**src/periph_pkg.sv**
```systemverilog
/*
 * Peripheral package
 * Bus widths, page-0 device codes and the interrupt controller data views
 */
package periph_pkg;

    localparam int DATA_W = 8;
    localparam int ADDR_W = 10;

    // Address bits 7..5 of a page-0 I/O cycle
    localparam logic [2:0] DEV_PIC = 3'd1;
    localparam logic [2:0] DEV_PPI = 3'd3;

    localparam int IRQ_N   = 8;
    localparam int IRQ_KBD = 1;

    // Stored without the level bits, 0x08 on the bus
    localparam logic [4:0] VEC_BASE_RST = 5'h01;

    // Command byte bits at 0x20
    localparam int EOI_BIT  = 5;
    localparam int INIT_BIT = 4;

    // Data byte at 0x21 right after an INIT command
    typedef struct packed {
        logic [4:0] vec_base;
        logic [2:0] reserved;
    } pic_init_t;

    // Same byte seen as a plain mask or as init data
    typedef union packed {
        logic [DATA_W-1:0] mask;
        pic_init_t         init;
    } pic_data_u;

endpackage

```
**src/io_bus_if.sv**
```systemverilog
/*
 * Internal I/O bus
 * Decoded selects, write strobe and per-device read data
 */
`timescale 1ns/1ps

interface io_bus_if;
    import periph_pkg::*;

    logic              pic_sel;
    logic              ppi_sel;
    logic              wr_stb;
    logic [1:0]        reg_addr;
    logic [DATA_W-1:0] wdata;
    logic [DATA_W-1:0] pic_rdata;
    logic [DATA_W-1:0] vector;
    logic              int_req;
    logic [DATA_W-1:0] ppi_rdata;

    modport bus (output pic_sel, ppi_sel, wr_stb, reg_addr, wdata,
                 input  pic_rdata, vector, ppi_rdata);
    modport pic (input  pic_sel, wr_stb, reg_addr, wdata,
                 output pic_rdata, vector, int_req);
    modport ppi (input  ppi_sel, wr_stb, reg_addr, wdata,
                 output ppi_rdata);

endinterface

```
**src/isa_bus_interface.sv**
```systemverilog
/*
 * ISA bus front end
 * Decodes page-0 I/O cycles into device selects and strobes,
 * and merges device read data onto the CPU data bus
 */
`timescale 1ns/1ps

module isa_bus_interface (
    input  logic                          clock,
    input  logic                          reset,
    input  logic [periph_pkg::ADDR_W-1:0] address_i,
    input  logic [periph_pkg::DATA_W-1:0] data_i,
    input  logic                          io_read_n_i,
    input  logic                          io_write_n_i,
    input  logic                          address_enable_n_i,
    input  logic                          interrupt_acknowledge_n_i,
    io_bus_if.bus                         bus,
    output logic [periph_pkg::DATA_W-1:0] data_bus_out_o,
    output logic                          data_bus_out_from_chipset_o,
    output logic                          ack_stb_o
);
    import periph_pkg::*;

    logic page0;
    logic io_read;
    logic prev_write_n;
    logic prev_ack_n;

    // Chipset owns page 0 only while AEN is low
    assign page0 = ~address_enable_n_i & (address_i[ADDR_W-1:ADDR_W-2] == 2'b00);

    assign bus.pic_sel  = page0 & (address_i[7:5] == DEV_PIC);
    assign bus.ppi_sel  = page0 & (address_i[7:5] == DEV_PPI);
    assign bus.reg_addr = address_i[1:0];
    assign bus.wdata    = data_i;

    // Previous samples of the strobe lines
    always_ff @(posedge clock) begin
        if (reset) begin
            prev_write_n <= 1'b1;
            prev_ack_n   <= 1'b1;
        end else begin
            prev_write_n <= io_write_n_i;
            prev_ack_n   <= interrupt_acknowledge_n_i;
        end
    end

    // One cycle on the falling edge of each strobe
    assign bus.wr_stb = ~io_write_n_i & prev_write_n;
    assign ack_stb_o  = ~interrupt_acknowledge_n_i & prev_ack_n;

    assign io_read = ~io_read_n_i;

    // Read merge, acknowledge first
    always_comb begin
        data_bus_out_o              = '0;
        data_bus_out_from_chipset_o = 1'b0;
        if (~interrupt_acknowledge_n_i) begin
            data_bus_out_o              = bus.vector;
            data_bus_out_from_chipset_o = 1'b1;
        end else if (bus.pic_sel && io_read) begin
            data_bus_out_o              = bus.pic_rdata;
            data_bus_out_from_chipset_o = 1'b1;
        end else if (bus.ppi_sel && io_read) begin
            data_bus_out_o              = bus.ppi_rdata;
            data_bus_out_from_chipset_o = 1'b1;
        end
    end

    sel_exclusive_a: assert property (
        @(posedge clock) disable iff (reset)
        !(bus.pic_sel && bus.ppi_sel)
    );

endmodule

```
**src/ps2_receiver.sv**
```systemverilog
/*
 * PS/2 receiver
 * Synchronizes the keyboard lines and turns checked 11-bit frames into bytes
 */
`timescale 1ns/1ps

module ps2_receiver #(
    parameter int PS2_TIMEOUT = 1000
) (
    input  logic                          clock,
    input  logic                          reset,
    input  logic                          ps2_clock_i,
    input  logic                          ps2_data_i,
    output logic [periph_pkg::DATA_W-1:0] byte_o,
    output logic                          byte_valid_o
);
    localparam int CNT_W = $clog2(PS2_TIMEOUT + 1);

    logic             clk_s1;
    logic             clk_s2;
    logic             clk_prev;
    logic             data_s1;
    logic             data_s2;
    logic             clk_fall;
    logic [10:0]      frame;
    logic [3:0]       bit_cnt;
    logic             frame_done;
    logic [CNT_W-1:0] idle_cnt;
    logic             frame_ok;

    // Two-flop synchronizers, lines idle high
    always_ff @(posedge clock) begin
        if (reset) begin
            clk_s1   <= 1'b1;
            clk_s2   <= 1'b1;
            clk_prev <= 1'b1;
            data_s1  <= 1'b1;
            data_s2  <= 1'b1;
        end else begin
            clk_s1   <= ps2_clock_i;
            clk_s2   <= clk_s1;
            clk_prev <= clk_s2;
            data_s1  <= ps2_data_i;
            data_s2  <= data_s1;
        end
    end

    assign clk_fall = clk_prev & ~clk_s2;

    // Bits arrive LSB first, so shift in from the top
    always_ff @(posedge clock) begin
        if (clk_fall) begin
            frame <= {data_s2, frame[10:1]};
        end
    end

    always_ff @(posedge clock) begin
        if (reset) begin
            bit_cnt    <= '0;
            frame_done <= 1'b0;
            idle_cnt   <= '0;
        end else begin
            frame_done <= 1'b0;
            if (clk_fall) begin
                idle_cnt <= '0;
                if (bit_cnt == 4'd10) begin
                    bit_cnt    <= '0;
                    frame_done <= 1'b1;
                end else begin
                    bit_cnt <= bit_cnt + 4'd1;
                end
            end else if (bit_cnt != 4'd0) begin
                // Stalled mid-frame, drop the partial frame
                if (idle_cnt == CNT_W'(PS2_TIMEOUT - 1)) begin
                    bit_cnt  <= '0;
                    idle_cnt <= '0;
                end else begin
                    idle_cnt <= idle_cnt + 1'b1;
                end
            end
        end
    end

    // Start low, stop high, odd parity over data and parity bit
    assign frame_ok = ~frame[0] & frame[10] & (^frame[9:1]);

    always_ff @(posedge clock) begin
        if (reset) begin
            byte_valid_o <= 1'b0;
        end else begin
            byte_valid_o <= frame_done & frame_ok;
        end
    end

    always_ff @(posedge clock) begin
        if (frame_done) begin
            byte_o <= frame[8:1];
        end
    end

    bit_cnt_range_a: assert property (
        @(posedge clock) disable iff (reset)
        bit_cnt < 4'd11
    );

endmodule

```
**src/keyboard_port.sv**
```systemverilog
/*
 * PPI-style keyboard port
 * Scancode latch on port A, control register on port B, inputs on port C
 */
`timescale 1ns/1ps

module keyboard_port (
    input  logic                          clock,
    input  logic                          reset,
    input  logic [periph_pkg::DATA_W-1:0] byte_i,
    input  logic                          byte_valid_i,
    input  logic [periph_pkg::DATA_W-1:0] port_c_i,
    io_bus_if.ppi                         bus,
    output logic [periph_pkg::DATA_W-1:0] port_b_o,
    output logic                          kbd_irq_o,
    output logic                          ps2_clock_o
);
    import periph_pkg::*;

    logic [DATA_W-1:0] scancode;
    logic [DATA_W-1:0] port_b;
    logic              key_held;
    logic              clear_key;
    logic              port_b_wr;

    // Port B bit 7 acknowledges the key
    assign clear_key = port_b[7];
    assign port_b_wr = bus.wr_stb & bus.ppi_sel & (bus.reg_addr == 2'd1);

    always_ff @(posedge clock) begin
        if (reset) begin
            port_b <= '0;
        end else if (port_b_wr) begin
            port_b <= bus.wdata;
        end
    end

    always_ff @(posedge clock) begin
        if (reset) begin
            scancode <= '0;
            key_held <= 1'b0;
        end else if (clear_key) begin
            scancode <= '0;
            key_held <= 1'b0;
        end else if (byte_valid_i && !key_held) begin
            // A byte arriving while a key is held is lost
            scancode <= byte_i;
            key_held <= 1'b1;
        end
    end

    assign kbd_irq_o = key_held;
    assign port_b_o  = port_b;

    // Keyboard clock is released only when enabled and the latch is empty
    assign ps2_clock_o = port_b[6] & ~key_held;

    always_comb begin
        case (bus.reg_addr)
            2'd0:    bus.ppi_rdata = scancode;
            2'd1:    bus.ppi_rdata = port_b;
            2'd2:    bus.ppi_rdata = port_c_i;
            default: bus.ppi_rdata = '0;
        endcase
    end

endmodule

```
**src/interrupt_controller.sv**
```systemverilog
/*
 * Interrupt controller, 8259 style
 * Edge-triggered requests, mask, fixed priority with level 0 highest,
 * vector on acknowledge and non-specific end-of-interrupt
 */
`timescale 1ns/1ps

module interrupt_controller (
    input  logic                         clock,
    input  logic                         reset,
    input  logic [periph_pkg::IRQ_N-1:0] irq_i,
    input  logic                         ack_stb_i,
    io_bus_if.pic                        bus
);
    import periph_pkg::*;

    localparam int LVL_W = $clog2(IRQ_N);

    logic [IRQ_N-1:0]  req_q;
    logic [IRQ_N-1:0]  req_prev;
    logic [IRQ_N-1:0]  rise;
    logic [IRQ_N-1:0]  irr;
    logic [IRQ_N-1:0]  isr;
    logic [IRQ_N-1:0]  mask;
    logic [IRQ_N-1:0]  pending;
    logic [4:0]        vec_base;
    logic              init_pending;
    pic_data_u         wr_data;
    logic              cmd_wr;
    logic              data_wr;
    logic [LVL_W-1:0]  pend_top;
    logic [LVL_W-1:0]  isr_top;
    logic              do_ack;
    logic              do_eoi;
    logic [IRQ_N-1:0]  ack_set;
    logic [IRQ_N-1:0]  eoi_clr;
    logic [DATA_W-1:0] vector_live;
    logic [DATA_W-1:0] vector_hold;

    // Lowest set index wins
    function automatic logic [LVL_W-1:0] top_level(input logic [IRQ_N-1:0] bits);
        logic [LVL_W-1:0] lvl;
        lvl = '0;
        for (int i = IRQ_N - 1; i >= 0; i--) begin
            if (bits[i]) begin
                lvl = LVL_W'(i);
            end
        end
        return lvl;
    endfunction

    assign wr_data = bus.wdata;
    assign cmd_wr  = bus.wr_stb & bus.pic_sel & ~bus.reg_addr[0];
    assign data_wr = bus.wr_stb & bus.pic_sel & bus.reg_addr[0];

    assign rise     = req_q & ~req_prev;
    assign pending  = irr & ~mask;
    assign pend_top = top_level(pending);
    assign isr_top  = top_level(isr);

    // Request only beats the service in progress if it is higher priority
    assign bus.int_req = (|pending) & (~(|isr) | (pend_top < isr_top));

    assign do_ack  = ack_stb_i & bus.int_req;
    assign do_eoi  = cmd_wr & wr_data.mask[EOI_BIT] & (|isr);
    assign ack_set = do_ack ? (IRQ_N'(1) << pend_top) : '0;
    assign eoi_clr = do_eoi ? (IRQ_N'(1) << isr_top) : '0;

    always_ff @(posedge clock) begin
        if (reset) begin
            req_q    <= '0;
            req_prev <= '0;
            irr      <= '0;
            isr      <= '0;
        end else begin
            req_q    <= irq_i;
            req_prev <= req_q;
            irr      <= (irr & ~ack_set) | rise;
            isr      <= (isr | ack_set) & ~eoi_clr;
        end
    end

    // INIT arms the next data write as the vector base
    always_ff @(posedge clock) begin
        if (reset) begin
            mask         <= '1;
            vec_base     <= VEC_BASE_RST;
            init_pending <= 1'b0;
        end else if (data_wr) begin
            if (init_pending) begin
                vec_base     <= wr_data.init.vec_base;
                init_pending <= 1'b0;
            end else begin
                mask <= wr_data.mask;
            end
        end else if (cmd_wr && wr_data.mask[INIT_BIT]) begin
            init_pending <= 1'b1;
        end
    end

    assign vector_live = {vec_base, pend_top};

    // Keeps the acknowledged vector on the bus after the request drops
    always_ff @(posedge clock) begin
        if (reset) begin
            vector_hold <= {VEC_BASE_RST, 3'b000};
        end else if (bus.int_req) begin
            vector_hold <= vector_live;
        end
    end

    assign bus.vector    = bus.int_req ? vector_live : vector_hold;
    assign bus.pic_rdata = bus.reg_addr[0] ? mask : irr;

    isr_single_a: assert property (
        @(posedge clock) disable iff (reset)
        $onehot0(isr)
    );

    no_req_when_masked_a: assert property (
        @(posedge clock) disable iff (reset)
        !(|(irr & ~mask)) |-> !bus.int_req
    );

endmodule

```
**src/periph_top.sv**
```systemverilog
/*
 * XT peripheral slice
 * I/O decode, interrupt controller and PS/2 keyboard port on one CPU bus
 */
`timescale 1ns/1ps

module periph_top #(
    parameter int PS2_TIMEOUT = 1000
) (
    input  logic                          clock,
    input  logic                          reset,
    input  logic [periph_pkg::ADDR_W-1:0] address_i,
    input  logic [periph_pkg::DATA_W-1:0] data_i,
    input  logic                          io_read_n_i,
    input  logic                          io_write_n_i,
    input  logic                          address_enable_n_i,
    input  logic                          interrupt_acknowledge_n_i,
    input  logic [periph_pkg::IRQ_N-1:0]  interrupt_request_i,
    input  logic [periph_pkg::DATA_W-1:0] port_c_i,
    input  logic                          ps2_clock_i,
    input  logic                          ps2_data_i,
    output logic [periph_pkg::DATA_W-1:0] data_bus_out_o,
    output logic                          data_bus_out_from_chipset_o,
    output logic                          interrupt_to_cpu_o,
    output logic [periph_pkg::DATA_W-1:0] port_b_o,
    output logic                          ps2_clock_o
);
    import periph_pkg::*;

    logic              ack_stb;
    logic [DATA_W-1:0] kbd_byte;
    logic              kbd_byte_valid;
    logic              kbd_irq;
    logic [IRQ_N-1:0]  irq_lines;

    io_bus_if io_bus ();

    isa_bus_interface u_isa_bus_interface (
        .clock                       (clock),
        .reset                       (reset),
        .address_i                   (address_i),
        .data_i                      (data_i),
        .io_read_n_i                 (io_read_n_i),
        .io_write_n_i                (io_write_n_i),
        .address_enable_n_i          (address_enable_n_i),
        .interrupt_acknowledge_n_i   (interrupt_acknowledge_n_i),
        .bus                         (io_bus.bus),
        .data_bus_out_o              (data_bus_out_o),
        .data_bus_out_from_chipset_o (data_bus_out_from_chipset_o),
        .ack_stb_o                   (ack_stb)
    );

    ps2_receiver #(
        .PS2_TIMEOUT (PS2_TIMEOUT)
    ) u_ps2_receiver (
        .clock        (clock),
        .reset        (reset),
        .ps2_clock_i  (ps2_clock_i),
        .ps2_data_i   (ps2_data_i),
        .byte_o       (kbd_byte),
        .byte_valid_o (kbd_byte_valid)
    );

    keyboard_port u_keyboard_port (
        .clock        (clock),
        .reset        (reset),
        .byte_i       (kbd_byte),
        .byte_valid_i (kbd_byte_valid),
        .port_c_i     (port_c_i),
        .bus          (io_bus.ppi),
        .port_b_o     (port_b_o),
        .kbd_irq_o    (kbd_irq),
        .ps2_clock_o  (ps2_clock_o)
    );

    // Keyboard takes over its request line
    assign irq_lines = (interrupt_request_i & ~(IRQ_N'(1) << IRQ_KBD))
                     | (IRQ_N'(kbd_irq) << IRQ_KBD);

    interrupt_controller u_interrupt_controller (
        .clock     (clock),
        .reset     (reset),
        .irq_i     (irq_lines),
        .ack_stb_i (ack_stb),
        .bus       (io_bus.pic)
    );

    assign interrupt_to_cpu_o = io_bus.int_req;

endmodule

```
**config.mk**
```make
export PLATFORM = sky130hd
export DESIGN_NAME = periph_top
export DESIGN_NICKNAME = d
export VERILOG_FILES = /design/src/periph_pkg.sv /design/src/io_bus_if.sv /design/src/isa_bus_interface.sv /design/src/ps2_receiver.sv /design/src/keyboard_port.sv /design/src/interrupt_controller.sv /design/src/periph_top.sv
export SDC_FILE = /design/constraint.sdc
export NUM_CORES = 1
export LEC_CHECK = 0
export BUFFER_PORTS_ARGS = -buffer_cell sky130_fd_sc_hd__buf_2
export CORE_MARGIN = 5
export CORE_UTILIZATION = 53
export CTS_CLUSTER_DIAMETER = 150
export CTS_CLUSTER_SIZE = 25
export DETAILED_ROUTE_END_ITERATION = 16
export GPL_TIMING_DRIVEN = 0
export PLACE_DENSITY_LB_ADDON = 0.2
export SYNTH_ARGS = -nofsm -noshare
export SYNTH_HDL_FRONTEND = slang
export SYNTH_HIERARCHICAL = 1
export SYNTH_SLANG_ARGS = --single-unit
```
**constraint.sdc**
```tcl
create_clock -name clock -period 2.9 [get_ports clock]
set_input_delay 0.58 -clock clock [delete_from_list [all_inputs] [get_ports clock]]
set_output_delay 0.58 -clock clock [all_outputs]
set_load 0.05 [all_outputs]
```
After elaboration in Yosys (flattened, before gate mapping)
Index checks and enable logic that the tools add are counted.

storage, ports and cells
  flip-flop bits (word level) = 113
  input bits = 42
  output and inout bits = 19

operators by class
  add/subtract/negate cells = 2
  $lt $le $gt $ge = 1
  equal/unequal tests = 6
  shift operators = 2
  mux-type cells = 33
  bitwise logic cells = 42
  reductions and logical operators = 20

operators with widths
  cell                                                               count
  8-bit 2-to-1 mux                                                   7
  3-bit 2-to-1 mux                                                   16
  8-bit AND                                                          4
  8-bit NOT                                                          4
  8-bit case mux with 3 select lines                                 1
  1-bit AND                                                          19
  4-bit 2-to-1 mux                                                   4
  8-bit OR                                                           2
  8-bit OR reduction                                                 2
  1-bit by 3-bit left shift with 8-bit output, first input constant  2
  1-bit NOT                                                          11
  10-bit by 1-bit adder with 10-bit output, second input constant    1
  10-bit == test, second input constant                              1
  10-bit 2-to-1 mux                                                  1
  9-bit XOR reduction                                                1
  8-bit by 2-bit OR with 8-bit output                                1
  2-bit OR reduction                                                 4
  2-bit AND reduction                                                3
  4-bit by 1-bit adder with 4-bit output, second input constant      1
  4-bit == test, second input constant                               1
  1-bit logical AND                                                  4
  2-bit zero test                                                    2
  1-bit 2-to-1 mux                                                   4
  2-bit nonzero test                                                 2
  8 further kinds                                                    8

Logic depth before layout (Yosys ltp)
Gate-level depths: netlist of the first run.

  word-level depth = 18
  gate-level depth with buffers = 13
  depth with buffers taken out = 12

Hierarchy
The synthesis of the first run kept the hierarchy.

by module, submodules not included
  module                times used  cells an instance  area each (um^2)
  interrupt_controller  1           260                2434.8
  ps2_receiver          1           119                1525.2
  keyboard_port         1           96                 869.6
  isa_bus_interface     1           51                 470.5

Worst setup path after synthesis of the first run
OpenSTA, ideal clock, no wires.

  kind = register to output
  start = register u_interrupt_controller.irr[1]
  end = output interrupt_to_cpu_o
  arrival time = 2570 ps
  required time = 2320 ps
  path slack = -250 ps
  stages on the path, launching flop included = 10
  buffers on the path = 1
  cells stage by stage = dfxtp_1 > nor2b_2 > nor4_2 > nor2b_1 > ha_1 > a21oi_1 > a21boi_2 > a21oi_4 > buf_6 > nor2_1

on the way
  word-level cells in the longest chain between the ends = 6

ends and longest elaborated chain
  item                           line                        text
  from (decl)                    interrupt_controller.sv:22  logic [IRQ_N-1:0] irr;
  from (signal assigned)         interrupt_controller.sv:78  irr <= (irr & ~ack_set) | rise;
  8-bit AND (*)                  interrupt_controller.sv:57  assign pending = irr & ~mask;
  3-bit 2-to-1 mux (2 in a row)  interrupt_controller.sv:45  if (bits[i]) begin
  3-bit < comparator             interrupt_controller.sv:62  assign bus.int_req = (|pending) & (~(|isr) | (pend_top < isr_top));
  1-bit OR                       interrupt_controller.sv:62
  1-bit AND (*)                  interrupt_controller.sv:62
  to (decl)                      periph_top.sv:24            output logic interrupt_to_cpu_o,

Every way passes the cells marked *; elsewhere a longest branch is shown, timed or not.

Final worst setup path of the first run
  start = register u_interrupt_controller.irr[7]
  end = output data_bus_out_o[1] (netlist name)

on the way
  word-level cells in the longest chain between the ends = 14

ends and longest elaborated chain
  item                           line                         text
  8-bit AND (*)                  interrupt_controller.sv:57
  3-bit 2-to-1 mux (8 in a row)  interrupt_controller.sv:45
  3-bit < comparator             interrupt_controller.sv:62
  1-bit OR                       interrupt_controller.sv:62
  1-bit AND                      interrupt_controller.sv:62
  8-bit 2-to-1 mux (*)           interrupt_controller.sv:112  assign bus.vector = bus.int_req ? vector_live : vector_hold;
  via io_bus.vector[1]           io_bus_if.sv:16              logic [DATA_W-1:0] vector;
  8-bit 2-to-1 mux (*)           isa_bus_interface.sv:58      if (~interrupt_acknowledge_n_i) begin
  to (decl)                      periph_top.sv:22             output logic [periph_pkg::DATA_W-1:0] data_bus_out_o,

Mark *: on every way through the listed nets, which the timed path passes. The rest lies on a longest branch.

==> results of run 1 <==
## kinds of logic after synthesis
kind of cell	after synthesis	share of synthesized area, %
buffers and inverters	43	5.099
DFF	113	46.27
AOI/OAI and AO/OA	97	13.93
xor gates and xnor gates	16	2.904
adders and majority gates	6	1.416
muxes	46	8.876
and+or+nand+nor	205	21.51
## power by group through the flow
stage               Clock (W)  Sequential, W  Combinational (W)
floorplan                   0        0.00166           0.000150
global placement            0        0.00167           0.000204
detailed placement          0        0.00167           0.000208
CTS                   0.00195        0.00164           0.000211
global route          0.00204        0.00164           0.000228
finish                0.00192        0.00164           0.000211
## cell usage in the layout, fill, tap and decap left out, drive strengths merged, types with 3 or more instances in the layout
master	n
nand2b	19
nor3b	3
nor3	8
nand3	4
clkbuf	32
dfxtp	94
mux2i	38
o21a	6
ha	6
clkinv	6
nand4	4
o41ai	8
a21oi	32
nor2b	30
mux2	8
nand2	55
o31ai	3
o21ai	30
or2	9
xnor2	12
a31oi	3
nor4	7
and2b	3
xor2	3
buf	93
nand3b	6
inv	9
nand4b	3
nor2	41
edfxtp	19
## repair_timing
| item | CTS | global route |
|---|---|---|
| hold endpoints to repair | 0 | 0 |
| gates cloned | 1 | 0 |
| buffers inserted | 10 | 13 |
| pin swaps | 16 | 9 |
| gates resized for setup | 29 | 18 |
| endpoints found under the setup margin | 9 | 9 |
## Yosys cell counts, drive strengths merged, types with 9 or more instances
cell type | instances | area share [%]
a21oi | 32 | 3.2
nand2 | 55 | 3.9
o21ai | 30 | 4.0
nand2b | 19 | 2.2
inv | 9 | 0.64
buf | 24 | 3.7
mux2i | 38 | 7.2
dfxtp | 94 | 36
nor2 | 41 | 3.0
or2 | 9 | 1.1
edfxtp | 19 | 11
xnor2 | 12 | 2.0
clkbuf | 10 | 0.76
nor2b | 30 | 4.2
## cell type report
cell class | instances | area, sq um
Multi-Input combinational cell | 370 | 2720
Clock buffer | 22 | 442.9
Clock inverter | 10 | 111.4
Timing Repair Buffer | 69 | 450.4
Inverter | 9 | 33.78
Sequential cell | 113 | 2459
Tap cell | 133 | 166.4
Buffer | 34 | 236.5
Fill cell | 769 | 3154
## metrics by stage
step	area (sq um)	cells	utilization, %
floorplan	5330	526	-
CTS	6455	747	66.04
global route	6620	760	67.73
detailed placement	5722	704	58.54
finish	6620	760	67.73
global placement	5722	704	58.54
## registers in the layout, indices dropped and copies added, names as in the netlist, 4 cells and up
register	flops
u_ps2_receiver/bit_cnt	4
u_interrupt_controller/mask	8
u_keyboard_port/port_b_o	8
u_interrupt_controller/isr	8
u_interrupt_controller/vec_base	5
u_interrupt_controller/req_q	8
u_ps2_receiver/idle_cnt	10
u_interrupt_controller/irr	8
u_ps2_receiver/byte_o	8
u_interrupt_controller/req_prev	8
u_keyboard_port/scancode	8
u_ps2_receiver/frame	11
u_interrupt_controller/vector_hold	8
## layer usage
layer	wire, um	vias up	share of wire, %
li1	-	2021	-
met1	5512	1921	45
met2	5790	108	48
met3	746	6	6.2
met4	77	0	0.63
met5	0	-	0
## final timing paths
kind	to	depth (start not counted)
worst min register to register	u_ps2_receiver/data_s2	1
worst min-delay path	u_ps2_receiver/data_s1	2
worst max register to register	u_interrupt_controller/irr[2]	12
worst max-delay path	data_bus_out_o[1]	14
==> impl_metrics.ini, run 1 <==
[synth]
ys_seq_elements = 113
async_reset_ff_share_pct = 0
synthesis.area_sq_um = 5300
synth_edf_count = 19
yosysUniqueCellTypes = 69
ys_seq_area_share_pct = 46.27
synth_flop_cell = dfxtp_1
postSynthAreaPerCell_sq_um = 10.08
synth.net_count = 574
ys_warn_count = 6
syn_inst = 526

[power_and_ir_drop]
p_clk_share_pct = 50.9
peakVddDrop_mv = 0.3818
sw_frac_of_total_pct = 21.58
p_seq_share_pct = 43.5
comb_power_share_pct = 5.6
p_per_area_nw_per_um2 = 568.7
intPower_w = 0.002952
netSwitchingPower_w = 0.0008125
p_total_w = 0.003765
power_leakage_nw = 2.671

[worst_setup_path]
startpoint = u_interrupt_controller/irr[7]
worstPathCellList = nor2b_4 -> nand2b_4 -> a211oi_2 -> nor3_2 -> ha_1 -> o21a_1 -> o21ai_4 -> a21oi_4 -> buf_6 -> o21ai_4 -> nand2_1 -> nand2b_1 -> o41ai_2 -> buf_4
cp_max_fo = 7
arrival_ps = 3010
end_kind = output pin
path_delay_family = compound AO/OA/AOI/OAI gates
crit_top_cell = o21ai_4
start_kind = flop
cp_data_required_time_ps = 2320
cpPeakStageDelay_ps = 330
r2r_slack_ps = 360
reg2reg_from = u_interrupt_controller/irr[0]
worstSetupPathType = flop to output pin
slowest_stage = dfxtp_2
crit_buf_inv = 2

[outcome]
run_status = complete, but fails checks
violations = negative setup slack

[routing]
antenna_left = 0
wl_per_cell_um = 15.96
drt_iter0_markers = 265
vias_per_cell = 5.337
drc = 0
vias = 4056
wl_mm = 12.13
dr.pass1.iters = 4

[timing]
final.setup.tns_ps = -5717
hold_violations = 0
fin_crit_sh_pct = 123.8
finClkSkew_ps = 4.753
setup_viol = 9
period_minus_slack_ps = 3589
grt_setup_unrepaired = yes
maxSlewViolCount = 0
fmax_mhz = 278.6
hold_ws_ps = 245.8
slew_headroom_pct = 18.27
finalWorstSetupSlack_ps = -689.1
tightest_slew_ps = 1223

[grt]
antenna_found_initial = 0
grt-ovfl-total = 0
use_met1_pct = 26.72
met2_usage_pct = 33.75
track_usage_pct = 20.83
first_global_vias = 3918
grt_max_degree = 17
grtUsageMet3_pct = 5.358
grt_first_pass_wirelength_mm = 19.34
grt_busiest_layer = met2

[clocking]
cts_sinks = 113
htree_levels = 4
clk_latency_ps = 510
ctsHoldBuffers = 0
cts_tree = built
path_clk_slew_ps = 50
cts_made_buffers = 17
clock_path_buffers = 2
cts_root_buffer = clkbuf_8

[die]
core_area_sq_um = 9774
dieArea_sq_um = 12100
io_pins = 61
start_util_pct = 54.22
fp-row-count = 36
die_y_um = 110
die_w_um = 110

[placed_design]
io_buffers = 45
place_congestion = 0.9008
place.detailed.hpwl_mm = 8.402
dp_slack_ps = -493.3

[finish]
drive_gt1_share_pct = 32.22
nNetsFinal = 662
antenna_cells = 0
area_delta_synth_final_pct = 24.91

[worst_hold_path]
min_from = ps2_data_i
hp-class = input port to flop

[run]
cap_violations = 0
No activity file was read; power rests on OpenSTA's default activity.
==> run 2, diff against run 1 <==
--- a/config.mk
+++ b/config.mk
@@ -5,13 +5,13 @@
 export SDC_FILE = /design/constraint.sdc
 export NUM_CORES = 1
 export LEC_CHECK = 0
+export ABC_AREA = 1
 export BUFFER_PORTS_ARGS = -buffer_cell sky130_fd_sc_hd__buf_2
 export CORE_MARGIN = 5
 export CORE_UTILIZATION = 53
 export CTS_CLUSTER_DIAMETER = 150
 export CTS_CLUSTER_SIZE = 25
 export DETAILED_ROUTE_END_ITERATION = 16
-export GPL_TIMING_DRIVEN = 0
 export PLACE_DENSITY_LB_ADDON = 0.2
 export SYNTH_ARGS = -nofsm -noshare
 export SYNTH_HDL_FRONTEND = slang
==> run 2 against run 1 <==
Against the previous run:
- the flow still finishes with violations (negative setup slack)
- global-route usage rose by 0.46 points
- sequential power barely moved
- register-to-register slack improved by 220 ps
- power rose by 8.2%
- worst hold slack improved by 9.0 ps
- critical path depth rose by 3
- clock power rose by 16%
- non-clock buffer count fell by 3
- synthesized cell count rose by 44%
- cell count rose by 32%
- design area rose by 7.2%
- critical path type unchanged
- critical endpoint is now data_bus_out_o[7]
- largest cell class unchanged
- highest routed layer unchanged
==> impl_metrics.ini, run 2 <==
[outcome]
run_status = complete, but fails checks
violations = negative setup slack

[worst_setup_path]
r2r_slack_ps = 580
cp.depth = 17
start_kind = flop
path_delay_family = simple AND/OR/NAND/NOR gates
reg2reg_to = u_interrupt_controller/irr[1]
slowest_stage = dfxtp_4
startpoint = u_interrupt_controller/isr[6]
arrival_ps = 2760
reg2reg_from = u_interrupt_controller/isr[6]
cpPeakStageDelay_ps = 350
worstPathCellList = inv_2 -> a211oi_2 -> nor3_2 -> nor3_2 -> inv_2 -> ha_4 -> nand2_2 -> inv_2 -> nand2_2 -> nand2_4 -> nand2_8 -> nand2_8 -> o21ai_4 -> inv_1 -> nand2_1 -> nand2_2 -> buf_8
crit_buf_inv = 5
r2r_cells = 16
worstSetupPathType = flop to output pin
cp_data_required_time_ps = 2320
cp-endpoint = data_bus_out_o[7]
end_kind = output pin
cp_max_fo = 8

[routing]
highest_layer = met4
antenna_left = 0
vias_per_cell = 4.946
dr_wl_met3_um = 517
dr.pass1.iters = 5
drt_iter0_markers = 302
vias = 4951
met2_length_mm = 6.733
met1_length_mm = 5.655
wl_mm = 13.22
wl_per_cell_um = 13.21
drc = 0

[finish]
final_common_cell = nand2_1
fin_area_sq_um = 7094
regArea_sq_um = 2460
antenna_cells = 0
area_delta_synth_final_pct = 30.25
multiInputGateArea_sq_um = 2686
final_cell_mix = nand2_1, inv_1, nor2_1
top_regs = u_ps2_receiver/frame x11, u_ps2_receiver/idle_cnt x10
post-route-util_pct = 69.66
final_cells = 1001
largest_reg_flops = 11
nNetsFinal = 900
drive_gt1_share_pct = 26.59
regMostFlops = u_ps2_receiver/frame
nFillCells = 826

[synth]
synth.net_count = 803
ys_seq_area_share_pct = 45.03
yosysUniqueCellTypes = 38
synth_flop_cell = dfxtp_1
synth_common_cells = nand2_1, inv_1, nor2_1, dfxtp_1, nand3_1
synth.most_common_cell = nand2_1
synth_top_area_share_pct = 34.55
synth_edf_count = 19
syn_inst = 755
async_reset_ff_share_pct = 0
synthesis.area_sq_um = 5446
ys_warn_count = 6
synth_area_leader_cell = dfxtp_1
ys_seq_elements = 113
netlist_top_cells_area = dfxtp_1, nand2_1, edfxtp_1, inv_1, nor2_1
postSynthAreaPerCell_sq_um = 7.214

[timing]
tightest_slew_ps = 662.9
slew_headroom_pct = 55.76
finalWorstSetupSlack_ps = -438.3
fin_crit_sh_pct = 115.1
maxSlewViolCount = 0
period_minus_slack_ps = 3338
hold_violations = 0
final.setup.tns_ps = -3639
grt_setup_unrepaired = yes
fmax_mhz = 299.6
finClkSkew_ps = 8.364
setup_viol = 9

[die]
io_pins = 61
die_w_um = 111.4
dieArea_sq_um = 12400
die_y_um = 111.4
fp-row-count = 37
core_area_sq_um = 10180
start_util_pct = 53.48

[clocking]
clock_path_buffers = 2
cts_root_buffer = clkbuf_8
cts_tree = built
path_clk_slew_ps = 50
cts_sinks = 113
clk_latency_ps = 510
ctsHoldBuffers = 0
htree_levels = 4
cts_made_buffers = 17

[grt]
antenna_found_initial = 0
grt_max_degree = 30
track_usage_pct = 21.29
grt-ovfl-total = 0
grt_first_pass_wirelength_mm = 21.61
first_global_vias = 4763

[placed_design]
io_buffers = 56
place.detailed.hpwl_mm = 9.119
placed_area_sq_um = 5989
place_congestion = 0.8911
dp_slack_ps = -148.4
dp.cells = 955

[power_and_ir_drop]
power_leakage_nw = 3.330
peakVddDrop_mv = 0.6065
p_per_area_nw_per_um2 = 574.1

[worst_hold_path]
hp-class = input port to flop

[run]
cap_violations = 0
[run 2: report_power, final]
group | switching [W] | internal [W] | total, W | leakage (nW)
Sequential | 0.0000137 | 0.00162 | 0.00164 | 0.939
Combinational | 0.000141 | 0.0000773 | 0.000218 | 2.08
Clock | 0.000713 | 0.00151 | 0.00222 | 0.313
Total | 0.000867 | 0.00321 | 0.00407 | 3.33
[run 2: kinds of logic after synthesis]
logic type,count (synthesis),synth area share [%]
adders and majority gates,6,1.378
xor gates and xnor gates,5,0.8040
and+or+nand+nor,426,34.80
AOI/OAI and AO/OA,66,7.351
buffers and inverters,139,10.64
DFF,113,45.03
[run 2: timing repair]
item	CTS	global route
pin swaps	8	18
gates cloned	2	0
endpoints found under the setup margin	9	9
resized for setup	60	35
buffers inserted	6	6
[run 2: worst min path at each step]
stage | start | endpoint | slack (ps) | cells past startpoint
after floorplan | u_ps2_receiver/data_s2 | u_ps2_receiver/frame[10] | 390 | 0
final | ps2_data_i | u_ps2_receiver/data_s1 | 250 | 2
after global routing | ps2_clock_i | u_ps2_receiver/clk_s1 | 240 | 2
after CTS | ps2_data_i | u_ps2_receiver/data_s1 | 230 | 2
after global placement | u_ps2_receiver/data_s2 | u_ps2_receiver/frame[10] | 390 | 0
after detailed placement | u_ps2_receiver/data_s2 | u_ps2_receiver/frame[10] | 390 | 0
[run 2: through the flow]
| stage | total power, W | hold WS [ps] |
|---|---|---|
| after floorplan | 0.001807 | 385.5 |
| after global placement | 0.001868 | 386.8 |
| after detailed placement | 0.001874 | 390.6 |
| after CTS | 0.004108 | 233.1 |
| after global routing | 0.004235 | 240.3 |
| final | 0.004073 | 254.8 |
[run 2: metal layers]
| layer | GRT usage [%] | up-vias |
|---|---|---|
| met5 | 0 | - |
| met1 | 24.80 | 2281 |
| met2 | 36.71 | 111 |
| li1 | - | 2535 |
| met3 | 6.467 | 24 |
| met4 | 8.435 | 0 |
[run 2: cell type report]
class                   count  share of cell area [%]
clock buffers              19                   6.085
clock inverters            13                   2.928
inverters                 115                   6.120
multi-input cells         505                   37.87
flip-flops and latches    113                   34.67
well taps                 136                   2.399
repair buffers            100                   9.929
